<file path="config.mk">
export PLATFORM = sky130hd
export DESIGN_NAME = ntm_scalar_fixed_unit
export DESIGN_NICKNAME = d
export VERILOG_FILES = /design/src/ntm_arithmetic_pkg.sv /design/src/ntm_scalar_if.sv /design/src/ntm_scalar_fixed_adder.sv /design/src/ntm_scalar_fixed_divider.sv /design/src/ntm_scalar_fixed_multiplier.sv /design/src/ntm_scalar_fixed_unit.sv
export VERILOG_INCLUDE_DIRS = /design/src /design/src/include
export SDC_FILE = /design/constraint.sdc
export NUM_CORES = 2
export LEC_CHECK = 0
export ABC_AREA = 1
export BUFFER_PORTS_ARGS = -buffer_cell sky130_fd_sc_hd__buf_4
export CORE_AREA = 2 2 387 389
export DETAILED_ROUTE_END_ITERATION = 12
export DIE_AREA = 0 0 389 391
export PLACE_DENSITY_LB_ADDON = 0.1
export SYNTH_ARGS = -nofsm -noshare
export SYNTH_HDL_FRONTEND = slang
export SYNTH_SLANG_ARGS = --single-unit
</file>
<file path="constraint.sdc">
create_clock -name CLK -period 9.5 [get_ports CLK]
set_input_delay 1.425 -clock CLK [delete_from_list [all_inputs] [get_ports CLK]]
set_output_delay 1.425 -clock CLK [all_outputs]
set_load 0.03 [all_outputs]
</file>
<file path="src/include/ntm_scalar_cfg.svh">
`ifndef NTM_SCALAR_CFG_SVH
`define NTM_SCALAR_CFG_SVH

// Operand and result width in bits
`define NTM_DATA_SIZE 32

// Fraction bits of the Q format
// Integer part is NTM_DATA_SIZE - NTM_FRACTION_SIZE bits, sign included
`define NTM_FRACTION_SIZE 16

// Operation code width
`define NTM_OP_SIZE 2

`endif

</file>
<file path="src/ntm_arithmetic_pkg.sv">
`include "ntm_scalar_cfg.svh"

package ntm_arithmetic_pkg;

  //////////////////////////////////////////////////////////////////////
  // Data types
  //////////////////////////////////////////////////////////////////////

  // Signed fixed-point value, two's complement
  typedef logic signed [`NTM_DATA_SIZE-1:0] data_t;

  // Operation select from the host
  typedef enum logic [`NTM_OP_SIZE-1:0] {
    OP_ADD,
    OP_SUB,
    OP_MUL,
    OP_DIV
  } op_e;

  // Divider FSM
  typedef enum logic [1:0] {
    DIV_IDLE,
    DIV_ITERATE,
    DIV_FINISH
  } div_state_e;

  //////////////////////////////////////////////////////////////////////
  // Saturation limits
  //////////////////////////////////////////////////////////////////////

  // Most positive value
  localparam data_t DATA_MAX = {1'b0, {(`NTM_DATA_SIZE-1){1'b1}}};
  // Most negative value
  localparam data_t DATA_MIN = {1'b1, {(`NTM_DATA_SIZE-1){1'b0}}};

endpackage

</file>
<file path="src/ntm_scalar_if.sv">
`timescale 1ns/1ps

interface ntm_scalar_if;

  // Job strobe from the top level, one cycle
  logic                      start;
  // Result strobe from the block, one cycle
  logic                      ready;

  // Operands, stable from start onwards
  ntm_arithmetic_pkg::data_t data_a;
  ntm_arithmetic_pkg::data_t data_b;

  // Result, held until the next one
  ntm_arithmetic_pkg::data_t data_out;
  logic                      overflow;

  // Arithmetic block side
  modport unit (
    input  start, data_a, data_b,
    output ready, data_out, overflow
  );

  // Dispatcher side
  modport host (
    output start, data_a, data_b,
    input  ready, data_out, overflow
  );

endinterface

</file>
<file path="src/ntm_scalar_fixed_adder.sv">
`timescale 1ns/1ps

`include "ntm_scalar_cfg.svh"

module ntm_scalar_fixed_adder (
  input  logic CLK,
  input  logic RST,
  input  logic subtract,
  ntm_scalar_if.unit port
);

  localparam int DATA_SIZE = `NTM_DATA_SIZE;

  //////////////////////////////////////////////////////////////////////
  // Widened sum
  //////////////////////////////////////////////////////////////////////

  // One guard bit above the sign
  logic [DATA_SIZE:0] a_ext;
  logic [DATA_SIZE:0] b_ext;
  logic [DATA_SIZE:0] sum_wide;

  logic                      sum_ovf;
  ntm_arithmetic_pkg::data_t sum_sat;

  assign a_ext = {port.data_a[DATA_SIZE-1], port.data_a};
  assign b_ext = {port.data_b[DATA_SIZE-1], port.data_b};

  always_comb begin
    if (subtract) begin
      sum_wide = a_ext - b_ext;
    end else begin
      sum_wide = a_ext + b_ext;
    end
  end

  // Guard and sign disagree when the result left the range
  assign sum_ovf = sum_wide[DATA_SIZE] ^ sum_wide[DATA_SIZE-1];

  // Guard bit holds the true sign, so it picks the limit
  always_comb begin
    if (!sum_ovf) begin
      sum_sat = sum_wide[DATA_SIZE-1:0];
    end else if (sum_wide[DATA_SIZE]) begin
      sum_sat = ntm_arithmetic_pkg::DATA_MIN;
    end else begin
      sum_sat = ntm_arithmetic_pkg::DATA_MAX;
    end
  end

  //////////////////////////////////////////////////////////////////////
  // Result register
  //////////////////////////////////////////////////////////////////////

  // Strobe and flag
  always_ff @(posedge CLK or posedge RST) begin
    if (RST) begin
      port.ready    <= 1'b0;
      port.overflow <= 1'b0;
    end else begin
      port.ready <= port.start;
      if (port.start) begin
        port.overflow <= sum_ovf;
      end
    end
  end

  // Value, held until the next job
  always_ff @(posedge CLK) begin
    if (port.start) begin
      port.data_out <= sum_sat;
    end
  end

endmodule

</file>
<file path="src/ntm_scalar_fixed_divider.sv">
`timescale 1ns/1ps

`include "ntm_scalar_cfg.svh"

module ntm_scalar_fixed_divider (
  input  logic CLK,
  input  logic RST,
  ntm_scalar_if.unit port
);

  localparam int DATA_SIZE = `NTM_DATA_SIZE;
  localparam int FRAC_SIZE = `NTM_FRACTION_SIZE;
  // Dividend is |A| with FRAC_SIZE zeros appended
  localparam int DVD_SIZE  = `NTM_DATA_SIZE + `NTM_FRACTION_SIZE;
  localparam int CNT_SIZE  = $clog2(DVD_SIZE + 1);

  //////////////////////////////////////////////////////////////////////
  // Signals
  //////////////////////////////////////////////////////////////////////

  ntm_arithmetic_pkg::div_state_e state_r;
  logic [CNT_SIZE-1:0]            cnt_r;

  // Datapath
  logic [DVD_SIZE-1:0]  dvd_r;
  logic [DATA_SIZE-1:0] dvs_r;
  logic [DATA_SIZE-1:0] rem_r;
  logic [DVD_SIZE-1:0]  quo_r;
  logic                 neg_r;

  // Operand magnitudes, MIN maps to 2^(DATA_SIZE-1) unsigned
  logic [DATA_SIZE-1:0] mag_a;
  logic [DATA_SIZE-1:0] mag_b;
  logic                 div_zero;

  // One restoring step
  logic [DATA_SIZE:0]   rem_shift;
  logic                 q_bit;
  logic [DATA_SIZE-1:0] rem_next;

  // Final signed result
  logic [DATA_SIZE-1:0]      quo_low;
  logic                      quo_ovf;
  ntm_arithmetic_pkg::data_t quo_sat;

  //////////////////////////////////////////////////////////////////////
  // Combinational datapath
  //////////////////////////////////////////////////////////////////////

  assign mag_a = port.data_a[DATA_SIZE-1] ? (~port.data_a + 1'b1) : port.data_a;
  assign mag_b = port.data_b[DATA_SIZE-1] ? (~port.data_b + 1'b1) : port.data_b;
  assign div_zero = (port.data_b == '0);

  // Next dividend bit enters the partial remainder
  assign rem_shift = {rem_r, dvd_r[DVD_SIZE-1]};
  assign q_bit     = (rem_shift >= {1'b0, dvs_r});

  // Keep the old remainder when the trial subtraction fails
  always_comb begin
    if (q_bit) begin
      rem_next = DATA_SIZE'(rem_shift - {1'b0, dvs_r});
    end else begin
      rem_next = rem_shift[DATA_SIZE-1:0];
    end
  end

  assign quo_low = quo_r[DATA_SIZE-1:0];

  // Negative side reaches one step further than the positive side
  always_comb begin
    if (neg_r) begin
      quo_ovf = (|quo_r[DVD_SIZE-1:DATA_SIZE]) ||
                (quo_r[DATA_SIZE-1] && (|quo_r[DATA_SIZE-2:0]));
    end else begin
      quo_ovf = |quo_r[DVD_SIZE-1:DATA_SIZE-1];
    end
  end

  // Truncation toward zero, sign applied after the magnitude division
  always_comb begin
    if (quo_ovf) begin
      quo_sat = neg_r ? ntm_arithmetic_pkg::DATA_MIN : ntm_arithmetic_pkg::DATA_MAX;
    end else if (neg_r) begin
      quo_sat = ~quo_low + 1'b1;
    end else begin
      quo_sat = quo_low;
    end
  end

  //////////////////////////////////////////////////////////////////////
  // FSM
  //////////////////////////////////////////////////////////////////////

  always_ff @(posedge CLK or posedge RST) begin
    if (RST) begin
      state_r       <= ntm_arithmetic_pkg::DIV_IDLE;
      cnt_r         <= '0;
      port.ready    <= 1'b0;
      port.overflow <= 1'b0;
    end else begin
      port.ready <= 1'b0;
      case (state_r)
        ntm_arithmetic_pkg::DIV_IDLE: begin
          if (port.start) begin
            if (div_zero) begin
              // Zero divisor answers at once
              port.ready    <= 1'b1;
              port.overflow <= 1'b1;
            end else begin
              cnt_r   <= CNT_SIZE'(DVD_SIZE);
              state_r <= ntm_arithmetic_pkg::DIV_ITERATE;
            end
          end
        end
        ntm_arithmetic_pkg::DIV_ITERATE: begin
          // One quotient bit per cycle
          cnt_r <= cnt_r - 1'b1;
          if (cnt_r == CNT_SIZE'(1)) begin
            state_r <= ntm_arithmetic_pkg::DIV_FINISH;
          end
        end
        ntm_arithmetic_pkg::DIV_FINISH: begin
          port.ready    <= 1'b1;
          port.overflow <= quo_ovf;
          state_r       <= ntm_arithmetic_pkg::DIV_IDLE;
        end
        default: begin
          state_r <= ntm_arithmetic_pkg::DIV_IDLE;
        end
      endcase
    end
  end

  // Datapath registers follow the FSM
  always_ff @(posedge CLK) begin
    case (state_r)
      ntm_arithmetic_pkg::DIV_IDLE: begin
        if (port.start) begin
          if (div_zero) begin
            port.data_out <= ntm_arithmetic_pkg::DATA_MAX;
          end else begin
            dvd_r <= {mag_a, {FRAC_SIZE{1'b0}}};
            dvs_r <= mag_b;
            rem_r <= '0;
            quo_r <= '0;
            neg_r <= port.data_a[DATA_SIZE-1] ^ port.data_b[DATA_SIZE-1];
          end
        end
      end
      ntm_arithmetic_pkg::DIV_ITERATE: begin
        dvd_r <= dvd_r << 1;
        rem_r <= rem_next;
        quo_r <= {quo_r[DVD_SIZE-2:0], q_bit};
      end
      ntm_arithmetic_pkg::DIV_FINISH: begin
        port.data_out <= quo_sat;
      end
      default: begin
        rem_r <= '0;
      end
    endcase
  end

endmodule

</file>
<file path="src/ntm_scalar_fixed_multiplier.sv">
`timescale 1ns/1ps

`include "ntm_scalar_cfg.svh"

module ntm_scalar_fixed_multiplier (
  input  logic CLK,
  input  logic RST,
  ntm_scalar_if.unit port
);

  localparam int DATA_SIZE = `NTM_DATA_SIZE;
  localparam int FRAC_SIZE = `NTM_FRACTION_SIZE;
  localparam int PROD_SIZE = 2 * `NTM_DATA_SIZE;

  //////////////////////////////////////////////////////////////////////
  // Stage one, full product
  //////////////////////////////////////////////////////////////////////

  // Sign extended operands so the product keeps every bit
  logic signed [PROD_SIZE-1:0] a_wide;
  logic signed [PROD_SIZE-1:0] b_wide;
  logic signed [PROD_SIZE-1:0] product_r;
  logic                        valid_r;

  assign a_wide = {{DATA_SIZE{port.data_a[DATA_SIZE-1]}}, port.data_a};
  assign b_wide = {{DATA_SIZE{port.data_b[DATA_SIZE-1]}}, port.data_b};

  always_ff @(posedge CLK) begin
    if (port.start) begin
      product_r <= a_wide * b_wide;
    end
  end

  //////////////////////////////////////////////////////////////////////
  // Stage two, rescale and saturate
  //////////////////////////////////////////////////////////////////////

  // Arithmetic shift drops the extra fraction bits, floor rounding
  logic signed [PROD_SIZE-1:0] scaled;
  logic                        scaled_ovf;
  ntm_arithmetic_pkg::data_t   scaled_sat;

  assign scaled = product_r >>> FRAC_SIZE;

  // Fits only when all bits above the result sign copy it
  assign scaled_ovf = !((&scaled[PROD_SIZE-1:DATA_SIZE-1]) ||
                        (~|scaled[PROD_SIZE-1:DATA_SIZE-1]));

  always_comb begin
    if (!scaled_ovf) begin
      scaled_sat = scaled[DATA_SIZE-1:0];
    end else if (product_r[PROD_SIZE-1]) begin
      scaled_sat = ntm_arithmetic_pkg::DATA_MIN;
    end else begin
      scaled_sat = ntm_arithmetic_pkg::DATA_MAX;
    end
  end

  // Pipeline control, two jobs may be in flight
  always_ff @(posedge CLK or posedge RST) begin
    if (RST) begin
      valid_r       <= 1'b0;
      port.ready    <= 1'b0;
      port.overflow <= 1'b0;
    end else begin
      valid_r    <= port.start;
      port.ready <= valid_r;
      if (valid_r) begin
        port.overflow <= scaled_ovf;
      end
    end
  end

  always_ff @(posedge CLK) begin
    if (valid_r) begin
      port.data_out <= scaled_sat;
    end
  end

endmodule

</file>
<file path="src/ntm_scalar_fixed_unit.sv">
`timescale 1ns/1ps

module ntm_scalar_fixed_unit (
  input  logic                      CLK,
  input  logic                      RST,
  input  logic                      START,
  input  ntm_arithmetic_pkg::op_e   OPERATION,
  input  ntm_arithmetic_pkg::data_t DATA_A_IN,
  input  ntm_arithmetic_pkg::data_t DATA_B_IN,
  output logic                      READY,
  output logic                      BUSY,
  output ntm_arithmetic_pkg::data_t DATA_OUT,
  output logic                      OVERFLOW_OUT
);

  //////////////////////////////////////////////////////////////////////
  // Signals
  //////////////////////////////////////////////////////////////////////

  logic                      accept;
  logic                      start_q;
  ntm_arithmetic_pkg::op_e   op_q;
  ntm_arithmetic_pkg::data_t a_q;
  ntm_arithmetic_pkg::data_t b_q;

  // Selected block result
  logic                      blk_ready;
  ntm_arithmetic_pkg::data_t blk_data;
  logic                      blk_ovf;

  // One link per arithmetic block
  ntm_scalar_if add_if ();
  ntm_scalar_if mul_if ();
  ntm_scalar_if div_if ();

  //////////////////////////////////////////////////////////////////////
  // Accept and dispatch
  //////////////////////////////////////////////////////////////////////

  // Only idle unit takes a job
  assign accept = START && !BUSY;

  always_ff @(posedge CLK or posedge RST) begin
    if (RST) begin
      BUSY    <= 1'b0;
      start_q <= 1'b0;
      op_q    <= ntm_arithmetic_pkg::OP_ADD;
    end else begin
      start_q <= accept;
      if (accept) begin
        BUSY <= 1'b1;
        op_q <= OPERATION;
      end else if (READY) begin
        // Busy covers the result cycle too
        BUSY <= 1'b0;
      end
    end
  end

  always_ff @(posedge CLK) begin
    if (accept) begin
      a_q <= DATA_A_IN;
      b_q <= DATA_B_IN;
    end
  end

  // Start goes to one block only
  assign add_if.start = start_q && ((op_q == ntm_arithmetic_pkg::OP_ADD) ||
                                    (op_q == ntm_arithmetic_pkg::OP_SUB));
  assign mul_if.start = start_q && (op_q == ntm_arithmetic_pkg::OP_MUL);
  assign div_if.start = start_q && (op_q == ntm_arithmetic_pkg::OP_DIV);

  assign add_if.data_a = a_q;
  assign add_if.data_b = b_q;
  assign mul_if.data_a = a_q;
  assign mul_if.data_b = b_q;
  assign div_if.data_a = a_q;
  assign div_if.data_b = b_q;

  //////////////////////////////////////////////////////////////////////
  // Arithmetic blocks
  //////////////////////////////////////////////////////////////////////

  ntm_scalar_fixed_adder u_adder (
    .CLK      (CLK),
    .RST      (RST),
    .subtract (op_q == ntm_arithmetic_pkg::OP_SUB),
    .port     (add_if.unit)
  );

  ntm_scalar_fixed_multiplier u_multiplier (
    .CLK  (CLK),
    .RST  (RST),
    .port (mul_if.unit)
  );

  ntm_scalar_fixed_divider u_divider (
    .CLK  (CLK),
    .RST  (RST),
    .port (div_if.unit)
  );

  //////////////////////////////////////////////////////////////////////
  // Result mux and output register
  //////////////////////////////////////////////////////////////////////

  // Latched op holds for the whole job
  always_comb begin
    case (op_q)
      ntm_arithmetic_pkg::OP_ADD, ntm_arithmetic_pkg::OP_SUB: begin
        blk_ready = add_if.ready;
        blk_data  = add_if.data_out;
        blk_ovf   = add_if.overflow;
      end
      ntm_arithmetic_pkg::OP_MUL: begin
        blk_ready = mul_if.ready;
        blk_data  = mul_if.data_out;
        blk_ovf   = mul_if.overflow;
      end
      default: begin
        blk_ready = div_if.ready;
        blk_data  = div_if.data_out;
        blk_ovf   = div_if.overflow;
      end
    endcase
  end

  always_ff @(posedge CLK or posedge RST) begin
    if (RST) begin
      READY        <= 1'b0;
      DATA_OUT     <= '0;
      OVERFLOW_OUT <= 1'b0;
    end else begin
      READY <= blk_ready;
      if (blk_ready) begin
        DATA_OUT     <= blk_data;
        OVERFLOW_OUT <= blk_ovf;
      end
    end
  end

endmodule

</file>
==> reports/results.tsv <==
stage	metric	value	unit
timing	setup_viol	0	
power	seqPwrFrac	47.0	%
timing	clock_skew	67.0	ps
clock_network	post_cts_resized	0	
outcome	status	complete, no violations	
floorplanning	core_area	149000	µm²
cells_and_area	final_cell_count_no_fill	9305	
logic_synthesis	synth_top_area_share	35.9	%
timing	tightest_slew	1190	ps
power	p_sw	0.934	mW
power	p_comb_share	0.8	%
timing	fmax	118	MHz
logic_synthesis	synth-edff-count	353	
timing	hold_viol	0	
power	pwr_density_cell	62.6	nW/µm²
route	viasPerCell	5.02	
route	detail-route-antenna-nets	0	
setup_path	cp-start-kind	flip-flop	
floorplanning	ios	104	
placed_design	placed_cells	9212	
route	drc	0	
placed_design	dp_slack	1020	ps
cells_and_area	syn2layout_area_growth	7.66	%
power	leakage	34.1	nW
clock_network	ctsHtreeMaxLevel	2	
logic_synthesis	yosysSeqAreaShare	19.7	%
route	drt-total-wl	197	mm
logic_synthesis	avgSynthCellArea	8.21	µm²
logic_synthesis	yosysTopAreaCell	fa_1	
grt	grt_max_degree	70	
power	vdd_ir_drop_max	154	µV
timing	period_share	89.0	%
route	first_pass_iters	5	
setup_path	cp_max_fo	18	
worst_hold_path	hold_path.class	flip-flop to flip-flop	
cells_and_area	nets	8722	
logic_synthesis	ys.warnings.count	0	
clock_network	numCtsBuffers	50	
timing	timing.max_slew.rel_slack	20.9	%
grt	antenna_found_initial	6	
grt	grtUsageTotal	26.7	%
setup_path	endpoint_kind	flip-flop	
logic_synthesis	synth_cell_types	53	
clock_network	cts.sinks	406	
route	vias	46700	
floorplanning	die_h	391	µm
timing	setup_tns	0	ps
timing	finalMaxSlewViolations	0	
power	power_frac_clock	52.1	%
power	internal_power	3.14	mW
grt	overflow	0	
setup_path	cp_common_cell	fa_1	
placed_design	dp.final_hpwl	162	mm
logic_synthesis	syn_inst	7364	
timing	fin_ws	1040	ps
clock_network	post_cts_buffers	0	
cells_and_area	layout-drive-gt1-share	5.20	%
logic_synthesis	ys_ff_latch	406	
clock_network	cts_tree	done	
placed_design	gp_congestion	0.931	
grt	grt_pass1_vias	50100	
floorplanning	num_rows	142	
setup_path	crit_chain	nand2_1, inv_1, fa_1, inv_1, fa_1, fa_1, inv_1, fa_1, inv_1, fa_1, inv_1, fa_1, fa_1, fa_1, ha_1, inv_1, o21bai_1, nor2_1, o21ai_0, a21oi_1, o21ai_0, a21oi_1, nand2_1, xor2_1	
floorplanning	start_util	40.7	%
grt	grt_pass1_wl	307	mm
route	drt_iter0_drc	3151	
floorplanning	die_w	389	µm
run	cap_violations	0	
clock_network	cts_root_buf	clkbuf_16	
setup_path	max_stage_delay	780	ps
setup_path	crit_type	flip-flop to flip-flop	
logic_synthesis	syn_nets	8766	
logic_synthesis	ys_top_cells_by_area	fa_1 (36%), edfxtp_1 (18%), nand2_1 (12%)	
clock_network	hold_buffers	0	
setup_path	required	9990	ps
setup_path	critPathArrivalTime	8950	ps
floorplanning	design.die.area	152000	µm²
clock_network	cts.path.max_buffers	3	
timing	period_minus_slack	8460	ps
logic_synthesis	async_flop_share	13.1	%
logic_synthesis	synth_ff_type	edfxtp_1	
placed_design	port_buffers	103	
logic_synthesis	syn_area	60400	µm²
logic_synthesis	synth_common_cells	nand2_1 (1904), inv_1 (1876), fa_1 (1083)	
route	wire_per_inst	21.2	µm
timing	rsz0062_at_grt	no	
clock_network	clock_latency	700	ps
setup_path	worst_path_max_delay_cell	edfxtp_1	
power	swShare	22.9	%
clock_network	clkTransAtPathRegs	70	ps
logic_synthesis	synth_most_common_cell	nand2_1	
-- routing by layer --
metal	GRT usage [%]	share of wire, %	vias up
li1	-	-	21500
met1	35.0	43	23800
met2	47.6	50	1163
met3	2.37	4.4	243
met4	6.38	2.6	2
met5	0	0.0066	-
-- per-stage QoR --
stage	utilization (%)	hold slack [ps]	power, mW	area, µm²
CTS	43.8	461	4.12	65100
global placement	42.6	458	1.99	63300
floorplan	-	459	1.96	60400
global route	43.8	499	4.18	65100
finish	43.8	463	4.08	65100
detailed placement	42.6	484	1.99	63300
-- final timing paths --
| kind | start | endpoint | slack, ps | depth (start not counted) |
|---|---|---|---|---|
| max | a_q[31]$_DFFE_PP_ | u_multiplier.product_r[57]$_DFFE_PP_ | 1040 | 24 |
| min | u_divider.dvd_r[41]$_DFFE_PP_ | u_divider.dvd_r[42]$_DFFE_PP_ | 460 | 2 |
| max reg2reg | a_q[31]$_DFFE_PP_ | u_multiplier.product_r[57]$_DFFE_PP_ | 1040 | 24 |
| min reg2reg | u_divider.dvd_r[41]$_DFFE_PP_ | u_divider.dvd_r[42]$_DFFE_PP_ | 460 | 2 |
| max in group asynchronous | RST | DATA_OUT[11]$_DFFE_PP0P_ | 7970 | 3 |
| min in group asynchronous | RST | DATA_OUT[30]$_DFFE_PP0P_ | 970 | 3 |
-- state kept, by name, summed over array words and instances, names as in the netlist, 2 cells and up --
name	count
u_divider.dvs_r	32
u_divider.dvd_r	32
u_divider.quo_r	48
op_q	2
u_divider.rem_r	32
u_divider.port.data_out	32
u_divider.state_r	2
a_q	32
u_adder.port.data_out	32
add_if.data_b	32
u_multiplier.port.data_out	32
u_divider.cnt_r	6
DATA_OUT	32
u_multiplier.product_r	48
-- cell families (layout without fill, tap and decap cells) --
kind of cell,after synthesis,count (layout),synth area share (%)
AND/OR/NAND/NOR,2713,2713,17.8
AO/OA/AOI/OAI,533,533,5.01
buffers and inverters,2219,2215,14.1
XOR/XNOR,160,160,2.32
flip-flops,406,406,19.7
adder cells (fa/ha/maj),1333,1333,41.0
other,0,1,0
-- cell type report --
| type | instances | area [µm²] |
|---|---|---|
| antenna | 1 | 2.50 |
| clock buffer | 60 | 1340 |
| clock inverter | 32 | 432 |
| fill | 15000 | 83500 |
| inverter | 1889 | 7090 |
| multi-input combinational | 4739 | 40100 |
| sequential | 406 | 11900 |
| tap | 1944 | 2430 |
| timing repair buffer | 234 | 1780 |
-- cells in the final DEF, fill, tap and decap left out, types with 117 or more instances in the layout --
cell	netlist	layout
o21ai_0	206	206
xor2_1	117	117
nor2_1	521	518
buf_4	9	232
nand3_1	143	142
ha_1	250	250
inv_1	1876	1874
edfxtp_1	353	353
a21oi_1	180	178
fa_1	1083	1083
nand2_1	1904	1904
-- power groups by stage --
stage	logic [mW]	registers (mW)	clock network, mW
after global routing	0.0359	1.92	2.23
after CTS	0.0350	1.92	2.17
after detailed placement	0.0345	1.95	0
final	0.0340	1.92	2.12
after global placement	0.0350	1.95	0
after floorplan	0.00333	1.95	0
-- critical path, delay by kind of cell (launching register included) --
| kind | cells | cell delay [ps] |
|---|---|---|
| AOI/OAI and AO/OA | 5 | 810 |
| adders and majority gates | 9 | 4400 |
| buffers and inverters | 6 | 1360 |
| DFF | 1 | 780 |
| xor gates and xnor gates | 1 | 310 |
| and+or+nand+nor | 3 | 610 |
(Power assumes the default switching activity.)
